## src/led_matrix_params.svh

```systemverilog
// panel geometry, UART timing and display timing constants
// include wherever sizes or timing are needed

`ifndef LED_MATRIX_PARAMS_SVH
`define LED_MATRIX_PARAMS_SVH

// panel geometry
`define PANEL_COLUMNS 16          // pixels per row
`define PANEL_ROWS 16
`define ROW_PAIRS 8               // rows scanned, top and bottom at once

// colour depth, one bit plane per colour bit
`define COLOR_BITS 2

// serial command link
`define UART_TICKS_PER_BIT 8      // clk_root cycles per bit

// display time of plane 0, doubled for each higher plane
`define OE_BASE_CYCLES 32

// command opcodes
`define OPCODE_PIXEL 8'h50
`define OPCODE_ENABLE 8'h45

`endif

```

## src/led_matrix_pkg.sv

```systemverilog
// shared types for the LED matrix controller
// pixel, address and settings byte layouts used by every stage
`default_nettype none

package led_matrix_pkg;

`include "led_matrix_params.svh"

    typedef logic [$clog2(`PANEL_COLUMNS)-1:0] col_addr_t;
    typedef logic [$clog2(`ROW_PAIRS)-1:0] row_pair_t;
    typedef logic [$clog2(`COLOR_BITS)-1:0] plane_t;

    // address byte of a pixel write, row msb picks the bank
    typedef struct packed {
        logic [3:0] row;
        col_addr_t column;
    } pixel_addr_t;

    typedef struct packed {
        logic red;
        logic green;
        logic blue;
    } rgb_t;

    typedef struct packed {
        logic [1:0] pad;
        logic [`COLOR_BITS-1:0] red;
        logic [`COLOR_BITS-1:0] green;
        logic [`COLOR_BITS-1:0] blue;
    } pixel_t;

    typedef struct packed {
        logic [2:0] pad;
        logic [`COLOR_BITS-1:0] brightness_enable;  // one bit per plane
        rgb_t rgb_enable;
    } enables_t;

    // payload byte, meaning depends on the opcode
    typedef union packed {
        pixel_t pixel;
        enables_t enables;
    } data_byte_u;

endpackage

`default_nettype wire

```

## src/scan_if.sv

```systemverilog
// scan position from the sequencer to the fetch stage
// one strobe per column, with the row pair and plane being shown
`timescale 1ns/1ns
`default_nettype none

interface scan_if import led_matrix_pkg::*; ();

    logic fetch_strobe;     // one cycle per column
    col_addr_t column;
    row_pair_t row_pair;
    plane_t plane;

    modport scan_src (
        output fetch_strobe,
        output column,
        output row_pair,
        output plane
    );

    modport scan_dst (
        input fetch_strobe,
        input column,
        input row_pair,
        input plane
    );

endinterface

`default_nettype wire

```

## src/serial_rx.sv

```systemverilog
// UART 8N1 receiver, lsb first, with a two-flop input synchronizer
// pulses rx_valid for one cycle at mid stop bit for each good frame
`timescale 1ns/1ns
`default_nettype none

`include "led_matrix_params.svh"

module serial_rx (
    input  logic       clk_root,
    input  logic       rst,
    input  logic       rx,
    output logic [7:0] rx_byte,
    output logic       rx_valid
);

    localparam int TICK_W = $clog2(`UART_TICKS_PER_BIT);
    localparam logic [TICK_W-1:0] HALF_BIT = TICK_W'(`UART_TICKS_PER_BIT / 2 - 1);
    localparam logic [TICK_W-1:0] FULL_BIT = TICK_W'(`UART_TICKS_PER_BIT - 1);

    typedef enum logic [1:0] {RX_IDLE, RX_START, RX_DATA, RX_STOP} rx_state_t;

    rx_state_t state;
    logic rx_meta;
    logic rx_sync;
    logic rx_prev;              // for start edge detect
    logic [TICK_W-1:0] tick;
    logic [2:0] bit_idx;
    logic [7:0] shift_reg;

    // line idles high
    always_ff @(posedge clk_root) begin
        if (rst) begin
            rx_meta <= 1'b1;
            rx_sync <= 1'b1;
            rx_prev <= 1'b1;
        end else begin
            rx_meta <= rx;
            rx_sync <= rx_meta;
            rx_prev <= rx_sync;
        end
    end

    always_ff @(posedge clk_root) begin
        if (rst) begin
            state    <= RX_IDLE;
            tick     <= '0;
            bit_idx  <= '0;
            rx_valid <= 1'b0;
        end else begin
            rx_valid <= 1'b0;
            case (state)
                RX_IDLE: begin
                    if (rx_prev && !rx_sync) begin
                        state <= RX_START;
                        tick  <= '0;
                    end
                end
                RX_START: begin  // wait to the middle of the start bit
                    if (tick == HALF_BIT) begin
                        tick    <= '0;
                        bit_idx <= '0;
                        state   <= rx_sync ? RX_IDLE : RX_DATA;  // glitch, not a start
                    end else begin
                        tick <= tick + 1'b1;
                    end
                end
                RX_DATA: begin
                    if (tick == FULL_BIT) begin
                        tick    <= '0;
                        bit_idx <= bit_idx + 1'b1;
                        if (bit_idx == 3'd7) begin
                            state <= RX_STOP;
                        end
                    end else begin
                        tick <= tick + 1'b1;
                    end
                end
                RX_STOP: begin
                    if (tick == FULL_BIT) begin
                        state    <= RX_IDLE;
                        rx_valid <= rx_sync;  // framing error drops the byte
                    end else begin
                        tick <= tick + 1'b1;
                    end
                end
                default: state <= RX_IDLE;
            endcase
        end
    end

    always_ff @(posedge clk_root) begin
        if (state == RX_DATA && tick == FULL_BIT) begin
            shift_reg <= {rx_sync, shift_reg[7:1]};  // lsb arrives first
        end
    end

    assign rx_byte = shift_reg;

endmodule

`default_nettype wire

```

## src/command_decoder.sv

```systemverilog
// command parser for pixel writes (0x50 addr pixel) and enables (0x45 byte)
// unknown opcodes are dropped while idle
`timescale 1ns/1ns
`default_nettype none

`include "led_matrix_params.svh"

module command_decoder
    import led_matrix_pkg::*;
(
    input  logic        clk_root,
    input  logic        rst,
    input  logic [7:0]  rx_byte,
    input  logic        rx_valid,
    output logic        write_en,
    output pixel_addr_t write_addr,
    output pixel_t      write_pixel,
    output enables_t    settings
);

    localparam enables_t ENABLES_ALL = '{
        pad: 3'b000,
        brightness_enable: '1,
        rgb_enable: 3'b111
    };

    typedef enum logic [1:0] {CMD_IDLE, CMD_ADDR, CMD_DATA} cmd_state_t;

    cmd_state_t state;
    logic pixel_cmd;            // opcode being served
    data_byte_u payload;

    // same byte read as a pixel or as enables
    assign payload = rx_byte;

    always_ff @(posedge clk_root) begin
        if (rst) begin
            state     <= CMD_IDLE;
            pixel_cmd <= 1'b0;
            write_en  <= 1'b0;
            settings  <= ENABLES_ALL;
        end else begin
            write_en <= 1'b0;
            if (rx_valid) begin
                case (state)
                    CMD_IDLE: begin
                        if (rx_byte == `OPCODE_PIXEL) begin
                            pixel_cmd <= 1'b1;
                            state     <= CMD_ADDR;
                        end else if (rx_byte == `OPCODE_ENABLE) begin
                            pixel_cmd <= 1'b0;
                            state     <= CMD_DATA;  // no address byte
                        end
                    end
                    CMD_ADDR: state <= CMD_DATA;
                    CMD_DATA: begin
                        state <= CMD_IDLE;
                        if (pixel_cmd) begin
                            write_en <= 1'b1;
                        end else begin
                            settings <= payload.enables;
                        end
                    end
                    default: state <= CMD_IDLE;
                endcase
            end
        end
    end

    always_ff @(posedge clk_root) begin
        if (rx_valid && state == CMD_ADDR) begin
            write_addr <= pixel_addr_t'(rx_byte);
        end
        if (rx_valid && state == CMD_DATA && pixel_cmd) begin
            write_pixel <= payload.pixel;
        end
    end

endmodule

`default_nettype wire

```

## src/frame_ram.sv

```systemverilog
// two-bank framebuffer, top rows 0-7 and bottom rows 8-15
// byte write port, registered read of both halves of a row pair
`timescale 1ns/1ns
`default_nettype none

`include "led_matrix_params.svh"

module frame_ram
    import led_matrix_pkg::*;
(
    input  logic        clk_root,
    input  logic        write_en,
    input  pixel_addr_t write_addr,
    input  pixel_t      write_pixel,
    input  logic        read_en,
    input  row_pair_t   read_row,
    input  col_addr_t   read_column,
    output pixel_t      read_top,
    output pixel_t      read_bottom
);

    localparam int DEPTH = `ROW_PAIRS * `PANEL_COLUMNS;

    pixel_t bank_top [DEPTH];
    pixel_t bank_bottom [DEPTH];

    logic bank_sel;
    logic [$clog2(DEPTH)-1:0] write_index;

    assign bank_sel    = write_addr.row[3];
    assign write_index = {write_addr.row[2:0], write_addr.column};

    always_ff @(posedge clk_root) begin
        if (write_en && !bank_sel) bank_top[write_index] <= write_pixel;
        if (write_en && bank_sel) bank_bottom[write_index] <= write_pixel;
        if (read_en) begin
            read_top    <= bank_top[{read_row, read_column}];
            read_bottom <= bank_bottom[{read_row, read_column}];
        end
    end

endmodule

`default_nettype wire

```

## src/pixel_fetch.sv

```systemverilog
// reads the framebuffer at the scan position and slices out one bit plane
// rgb outputs are valid two cycles after the fetch strobe
`timescale 1ns/1ns
`default_nettype none

module pixel_fetch
    import led_matrix_pkg::*;
(
    input  logic      clk_root,
    input  logic      rst,
    scan_if.scan_dst  scan,
    input  enables_t  settings,
    output logic      read_en,
    output row_pair_t read_row,
    output col_addr_t read_column,
    input  pixel_t    read_top,
    input  pixel_t    read_bottom,
    output rgb_t      rgb_top,
    output rgb_t      rgb_bottom
);

    plane_t plane_d;            // plane of the read in flight
    logic read_valid;

    // one plane bit per channel, masked by the enables
    function automatic rgb_t slice_plane(pixel_t px, plane_t p, enables_t en);
        rgb_t out;
        out.red   = px.red[p] & en.brightness_enable[p] & en.rgb_enable.red;
        out.green = px.green[p] & en.brightness_enable[p] & en.rgb_enable.green;
        out.blue  = px.blue[p] & en.brightness_enable[p] & en.rgb_enable.blue;
        return out;
    endfunction

    assign read_en     = scan.fetch_strobe;
    assign read_row    = scan.row_pair;
    assign read_column = scan.column;

    always_ff @(posedge clk_root) begin
        if (rst) begin
            read_valid <= 1'b0;
            plane_d    <= '0;
            rgb_top    <= '0;
            rgb_bottom <= '0;
        end else begin
            read_valid <= scan.fetch_strobe;
            plane_d    <= scan.plane;
            if (read_valid) begin
                rgb_top    <= slice_plane(read_top, plane_d, settings);
                rgb_bottom <= slice_plane(read_bottom, plane_d, settings);
            end
        end
    end

endmodule

`default_nettype wire

```

## src/matrix_scan.sv

```systemverilog
// panel scan sequencer: shift a row, latch it, show it for the plane's time
// plane is the inner loop, row pair the outer one
`timescale 1ns/1ns
`default_nettype none

`include "led_matrix_params.svh"

module matrix_scan
    import led_matrix_pkg::*;
(
    input  logic      clk_root,
    input  logic      rst,
    scan_if.scan_src  scan,
    output logic      clk_pixel,
    output logic      row_latch,
    output logic      oe_n,
    output row_pair_t row_address
);

    // shift steps run two per column, strobe on even steps
    localparam int LAST_STROBE = 2 * (`PANEL_COLUMNS - 1);
    localparam int CLK_LAST = 2 * `PANEL_COLUMNS;        // clk_pixel trails by two steps
    localparam int SHIFT_LAST = 2 * `PANEL_COLUMNS + 1;  // falling edge of the last pulse
    localparam int STEP_W = $clog2(SHIFT_LAST + 1);
    localparam int DISP_MAX = `OE_BASE_CYCLES << (`COLOR_BITS - 1);
    localparam int DISP_W = $clog2(DISP_MAX);

    typedef enum logic [1:0] {ST_SHIFT, ST_SETTLE, ST_LATCH, ST_DISPLAY} scan_state_t;

    scan_state_t state;
    logic [STEP_W-1:0] step;
    logic [DISP_W-1:0] disp_cnt;
    logic [DISP_W-1:0] disp_last;
    plane_t plane;
    row_pair_t row;

    assign disp_last = DISP_W'((`OE_BASE_CYCLES << plane) - 1);

    // position is stable across the whole shift pass
    assign scan.row_pair = row;
    assign scan.plane    = plane;

    always_ff @(posedge clk_root) begin
        if (rst) begin
            state    <= ST_SHIFT;
            step     <= '0;
            disp_cnt <= '0;
            plane    <= '0;
            row      <= '0;
        end else begin
            case (state)
                ST_SHIFT: begin
                    if (step == STEP_W'(SHIFT_LAST)) begin
                        state <= ST_SETTLE;
                    end else begin
                        step <= step + 1'b1;
                    end
                end
                ST_SETTLE: state <= ST_LATCH;
                ST_LATCH: begin
                    state    <= ST_DISPLAY;
                    disp_cnt <= '0;
                end
                ST_DISPLAY: begin
                    if (disp_cnt == disp_last) begin
                        state <= ST_SHIFT;
                        step  <= '0;
                        if (plane == plane_t'(`COLOR_BITS - 1)) begin
                            plane <= '0;
                            row   <= (row == row_pair_t'(`ROW_PAIRS - 1)) ? '0 : row + 1'b1;
                        end else begin
                            plane <= plane + 1'b1;
                        end
                    end else begin
                        disp_cnt <= disp_cnt + 1'b1;
                    end
                end
                default: state <= ST_SHIFT;
            endcase
        end
    end

    // registered panel outputs, one cycle behind the state
    always_ff @(posedge clk_root) begin
        if (rst) begin
            scan.fetch_strobe <= 1'b0;
            scan.column       <= '0;
            clk_pixel         <= 1'b0;
            row_latch         <= 1'b0;
            oe_n              <= 1'b1;
            row_address       <= '0;
        end else begin
            scan.fetch_strobe <= (state == ST_SHIFT) && !step[0]
                                 && (step <= STEP_W'(LAST_STROBE));
            scan.column       <= col_addr_t'(step >> 1);
            // high two steps after the strobe, covering fetch latency
            clk_pixel         <= (state == ST_SHIFT) && !step[0]
                                 && (step >= STEP_W'(2)) && (step <= STEP_W'(CLK_LAST));
            row_latch         <= (state == ST_LATCH);
            oe_n              <= (state != ST_DISPLAY);
            if (state == ST_LATCH) begin
                row_address <= row;
            end
        end
    end

endmodule

`default_nettype wire

```

## src/led_matrix_top.sv

```systemverilog
// LED matrix controller top: UART commands in, HUB75 panel signals out
// pipeline is receive, decode, store, fetch, scan
`timescale 1ns/1ns
`default_nettype none

module led_matrix_top
    import led_matrix_pkg::*;
(
    input  logic      clk_root,
    input  logic      rst,
    input  logic      uart_rx,
    output rgb_t      rgb_top,
    output rgb_t      rgb_bottom,
    output logic      clk_pixel,
    output logic      row_latch,
    output logic      oe_n,
    output row_pair_t row_address
);

    logic [7:0] rx_byte;
    logic rx_valid;
    logic write_en;
    pixel_addr_t write_addr;
    pixel_t write_pixel;
    enables_t settings;
    logic read_en;
    row_pair_t read_row;
    col_addr_t read_column;
    pixel_t read_top;
    pixel_t read_bottom;

    scan_if scan_bus ();

    serial_rx u_serial_rx (
        .clk_root (clk_root),
        .rst      (rst),
        .rx       (uart_rx),
        .rx_byte  (rx_byte),
        .rx_valid (rx_valid)
    );

    command_decoder u_command_decoder (
        .clk_root    (clk_root),
        .rst         (rst),
        .rx_byte     (rx_byte),
        .rx_valid    (rx_valid),
        .write_en    (write_en),
        .write_addr  (write_addr),
        .write_pixel (write_pixel),
        .settings    (settings)
    );

    frame_ram u_frame_ram (
        .clk_root    (clk_root),
        .write_en    (write_en),
        .write_addr  (write_addr),
        .write_pixel (write_pixel),
        .read_en     (read_en),
        .read_row    (read_row),
        .read_column (read_column),
        .read_top    (read_top),
        .read_bottom (read_bottom)
    );

    pixel_fetch u_pixel_fetch (
        .clk_root    (clk_root),
        .rst         (rst),
        .scan        (scan_bus.scan_dst),
        .settings    (settings),
        .read_en     (read_en),
        .read_row    (read_row),
        .read_column (read_column),
        .read_top    (read_top),
        .read_bottom (read_bottom),
        .rgb_top     (rgb_top),
        .rgb_bottom  (rgb_bottom)
    );

    matrix_scan u_matrix_scan (
        .clk_root    (clk_root),
        .rst         (rst),
        .scan        (scan_bus.scan_src),
        .clk_pixel   (clk_pixel),
        .row_latch   (row_latch),
        .oe_n        (oe_n),
        .row_address (row_address)
    );

endmodule

`default_nettype wire

```

## config.mk

```make
export PLATFORM = sky130hd
export DESIGN_NAME = led_matrix_top
export DESIGN_NICKNAME = d
export VERILOG_FILES = /design/src/led_matrix_pkg.sv /design/src/scan_if.sv /design/src/serial_rx.sv /design/src/command_decoder.sv /design/src/frame_ram.sv /design/src/pixel_fetch.sv /design/src/matrix_scan.sv /design/src/led_matrix_top.sv
export VERILOG_INCLUDE_DIRS = /design/src /design/src/src
export SDC_FILE = /design/constraint.sdc
export NUM_CORES = 2
export LEC_CHECK = 0
export BUFFER_PORTS_ARGS = -buffer_cell sky130_fd_sc_hd__clkbuf_2
export CORE_ASPECT_RATIO = 1.1
export CORE_MARGIN = 4
export CORE_UTILIZATION = 65
export DETAILED_ROUTE_END_ITERATION = 12
export PLACE_DENSITY = 0.8
export RECOVER_POWER = 25
export SETUP_SLACK_MARGIN = 0.05
export SYNTH_ARGS = -nofsm -noshare
export SYNTH_HDL_FRONTEND = slang
export SYNTH_SLANG_ARGS = --single-unit
```

## constraint.sdc

```tcl
create_clock -name clk_root -period 5.9 [get_ports clk_root]
set_input_delay 0.59 -clock clk_root [delete_from_list [all_inputs] [get_ports clk_root]]
set_output_delay 0.59 -clock clk_root [all_outputs]
set_load 0.05 [all_outputs]
```

==> results.tsv <==
stage	metric	value	unit
synthesis	Compound-Gate Fraction of Synth Area	0.636	%
timing	setup violators final	0	
die	Die X	305	um
synthesis	Post-Synthesis Cell Area	63100	sq um
synthesis	XOR/XNOR Fraction of Synth Area	0.0278	%
timing	RSZ-0062 raised after global routing	false	
timing	skew final	0.0361	ns
global_routing	GRT overflow	0	
power	net load switching power	0.00450	W
power	combinational fraction of design power	2.3	%
clock_network	worst skew pair latency	0.77	ns
synthesis	#FFs+latches synth	1628	
die	area of the die	102000	sq um
clock_network	Hold-fix buffers, CTS	0	
synthesis	largest family of logic cells by synthesized area	multiplexers	
global_routing	first-pass GRT wire length	224000	um
timing	Worst-Margin Slew	3.42	ns
synthesis	mux cell area share after synthesis	18.5	%
setup_path	crit end category	flop	
synthesis	main flop type after synthesis	edfxtp_1	
routing	routed len/inst	35.5	um
clock_network	CTS max path bufs	3	
routing	Final ANT Viol Nets	0	
routing	final wirelength	151000	um
setup_path	critical path class	reg -> reg	
placed_design	PortBufs	14	
synthesis	cell taking the most area after synthesis	edfxtp_1	
power	Peak VDD IR	0.370	mV
synthesis	post-synthesis sequential area ratio	76.5	%
synthesis	top area cells in the synthesized netlist	edfxtp_1 (75%), mux4_2 (18%), dfxtp_1 (1.8%), nor2_1 (1.7%), clkbuf_1 (0.60%)	
clock_network	Sink Count	1628	
job	max cap viols	4	
synthesis	Avg Cell Area, Syn	22.4	sq um
die	I/O pins	15	
setup_path	CP startpoint kind	flop	
clock_network	clk slew on worst S/H paths	0.07	ns
clock_network	post-CTS sizing	0	
clock_network	CTS tree	done	
synthesis	Yosys cell types	48	
timing	fin. max-slew vios	217	
setup_path	Worst Path Required	6.29	ns
synthesis	top cells by count, synth	edfxtp_1 (1570), mux4_2 (504), nor2_1 (286)	
synthesis	simple-gate area share of the yosys netlist	2.67	%
global_routing	GRT Total Usage	30.4	%
setup_path	worst-path fanout max	104	
hold_path	Worst Hold Class	in -> reg	
synthesis	Post-synth EDFFs	1570	
run_status	status	finished, violations left	
synthesis	yosys warns	0	
cells_and_area	Layout Area Growth over Synthesis	10.0	%
timing	Hold Violations, Final	0	
timing	max frequency	231	MHz
clock_network	setup repair bufs after CTS	0	
die	Die Y	335	um
power	Reg power frac	55.1	%
power	Leakage Power	20.6	nW
setup_path	crit path DAT	4.71	ns
placed_design	Final HPWL DP	80700	um
clock_network	CTS Buf Count	153	
power	Pint	0.0182	W
power	Sw Ratio	19.8	%
synthesis	count leader, synth	edfxtp_1	
synthesis	Post-Synth Adder-Cell Area	0.416	%
routing	via count	30600	
placed_design	DP Area	64600	sq um
timing	Final period util	73.3	%
global_routing	initial antenna violation count	3	
power	Clk pwr share	42.6	%
routing	DRC viols	0	
cells_and_area	fraction of final layout cells sized beyond drive strength 1	26.8	%
timing	crit path time final	4.33	ns
synthesis	syn nets	2846	
cells_and_area	final core occ	72.3	%
routing	DRT Pass-1 Iters	6	
run_status	failing checks	max-capacitance violations, max-slew violations	
die	CORE AREA	96000	sq um
timing	Max-slew headroom	-128	%
timing	Setup TNS	0	ns
global_routing	pin count of the biggest net entering global routing	257	
global_routing	vias in the first global route	31800	
die	initial core utilization	65.7	%
clock_network	H-Tree Depth	4	
synthesis	Synth async-reset ratio	0	%
synthesis	cell count after synthesis	2822	
die	Rows	119	
placed_design	GP Congestion	0.810	
clock_network	root buffer cell	clkbuf_16	
cells_and_area	nets	2904	
cells_and_area	Finished Cell Area	69500	sq um
power	power density over the cells	327	nW/um^2
synthesis	Yosys top cell area share	74.7	%
routing	Via density	7.18	
routing	Initial DRC Count	4009	
==> final timing paths <==
kind	endpoint	start	cells after the start	slack [ns]
max reg2reg	u_frame_ram.bank_top[107][4]	u_command_decoder.write_pixel[4]	2	1.57
min reg2reg	u_serial_rx.rx_sync	u_serial_rx.rx_meta	1	0.43
min	u_serial_rx.rx_meta	uart_rx	2	0.15
max	u_frame_ram.bank_top[107][4]	u_command_decoder.write_pixel[4]	2	1.57
==> worst max-delay path, stage by stage (launching register included) <==
cell,delay (ns)
edfxtp_1,0.32
clkbuf_1,2.40
buf_4,1.12
==> power by group through the flow <==
stage	clock network [W]	logic, W	registers (W)
after global placement	0	0.000505	0.0128
final	0.00966	0.000525	0.0125
after global routing	0.0103	0.000552	0.0125
after floorplan	0	0.000406	0.0127
after CTS	0.00972	0.000532	0.0125
after detailed placement	0	0.000519	0.0128
==> per-stage QoR <==
stage / cells / setup slack, ns / total power, W / hold WS (ns)
floorplan: 2822 / 1.85 / 0.0132 / 0.389
global placement: 3994 / 2.22 / 0.0133 / 0.402
detailed placement: 3994 / 2.16 / 0.0133 / 0.408
CTS: 4262 / 2.10 / 0.0228 / 0.118
global route: 4263 / 1.33 / 0.0233 / 0.124
finish: 4264 / 1.57 / 0.0227 / 0.151
==> sequential cells by signal (all words and copies together), names as in the netlist, 3 cells and up, named ones only <==
register                       cells
u_frame_ram.bank_bottom          768
u_frame_ram.bank_top             768
u_command_decoder.write_addr       8
u_serial_rx.rx_byte                8
u_command_decoder.write_pixel      6
u_frame_ram.read_bottom            6
u_frame_ram.read_top               6
u_matrix_scan.disp_cnt             6
u_matrix_scan.step                 6
u_command_decoder.settings         5
u_matrix_scan.scan.column          4
u_matrix_scan.row_address          3
u_matrix_scan.scan.row_pair        3
u_pixel_fetch.rgb_bottom           3
u_pixel_fetch.rgb_top              3
u_serial_rx.bit_idx                3
u_serial_rx.tick                   3
==> cell type report <==
cell class                 instances  area (sq um)
tap                             1270          1590
fill                            5038         26600
sequential                      1628         48300
clock inverter                    76           721
clock buffer                     192          4090
antenna                            1          2.50
inverter                          17          63.8
multi-input combinational       1018         14100
timing repair buffer              62           591
==> per-layer routing <==
layer	GRT usage [%]	part of all wire, %	routed length [um]
met1	40.3	34	51800
met2	50.9	52	78200
met3	5.00	8.7	13200
met4	13.7	5.3	7960
met5	0	0.026	40
==> cell usage in the layout (no fill, tap or decap), types with 9 or more instances in the layout <==
cell type / synthesis / routed
edfxtp_1: 1570 / 1570
mux4_2: 504 / 504
nor2_1: 286 / 286
clkbuf_16: 0 / 158
dfxtp_1: 58 / 53
clkbuf_1: 101 / 37
nand2_1: 36 / 36
buf_4: 5 / 30
clkinv_1: 0 / 25
clkinv_2: 0 / 24
a21oi_1: 21 / 21
ha_1: 21 / 21
inv_1: 17 / 17
nand3_1: 20 / 17
nor2b_1: 17 / 17
mux2_2: 18 / 16
mux2i_1: 14 / 14
clkbuf_2: 0 / 14
buf_12: 0 / 14
bufinv_16: 0 / 12
o21ai_0: 9 / 9
==> cells by family after synthesis <==
group | count (synthesis)
AOI/OAI and AO/OA | 61
xor gates and xnor gates | 2
adders and majority gates | 21
buffers and inverters | 176
DFF | 1628
muxes | 536
and+or+nand+nor | 398
(Power assumes the default switching activity.)
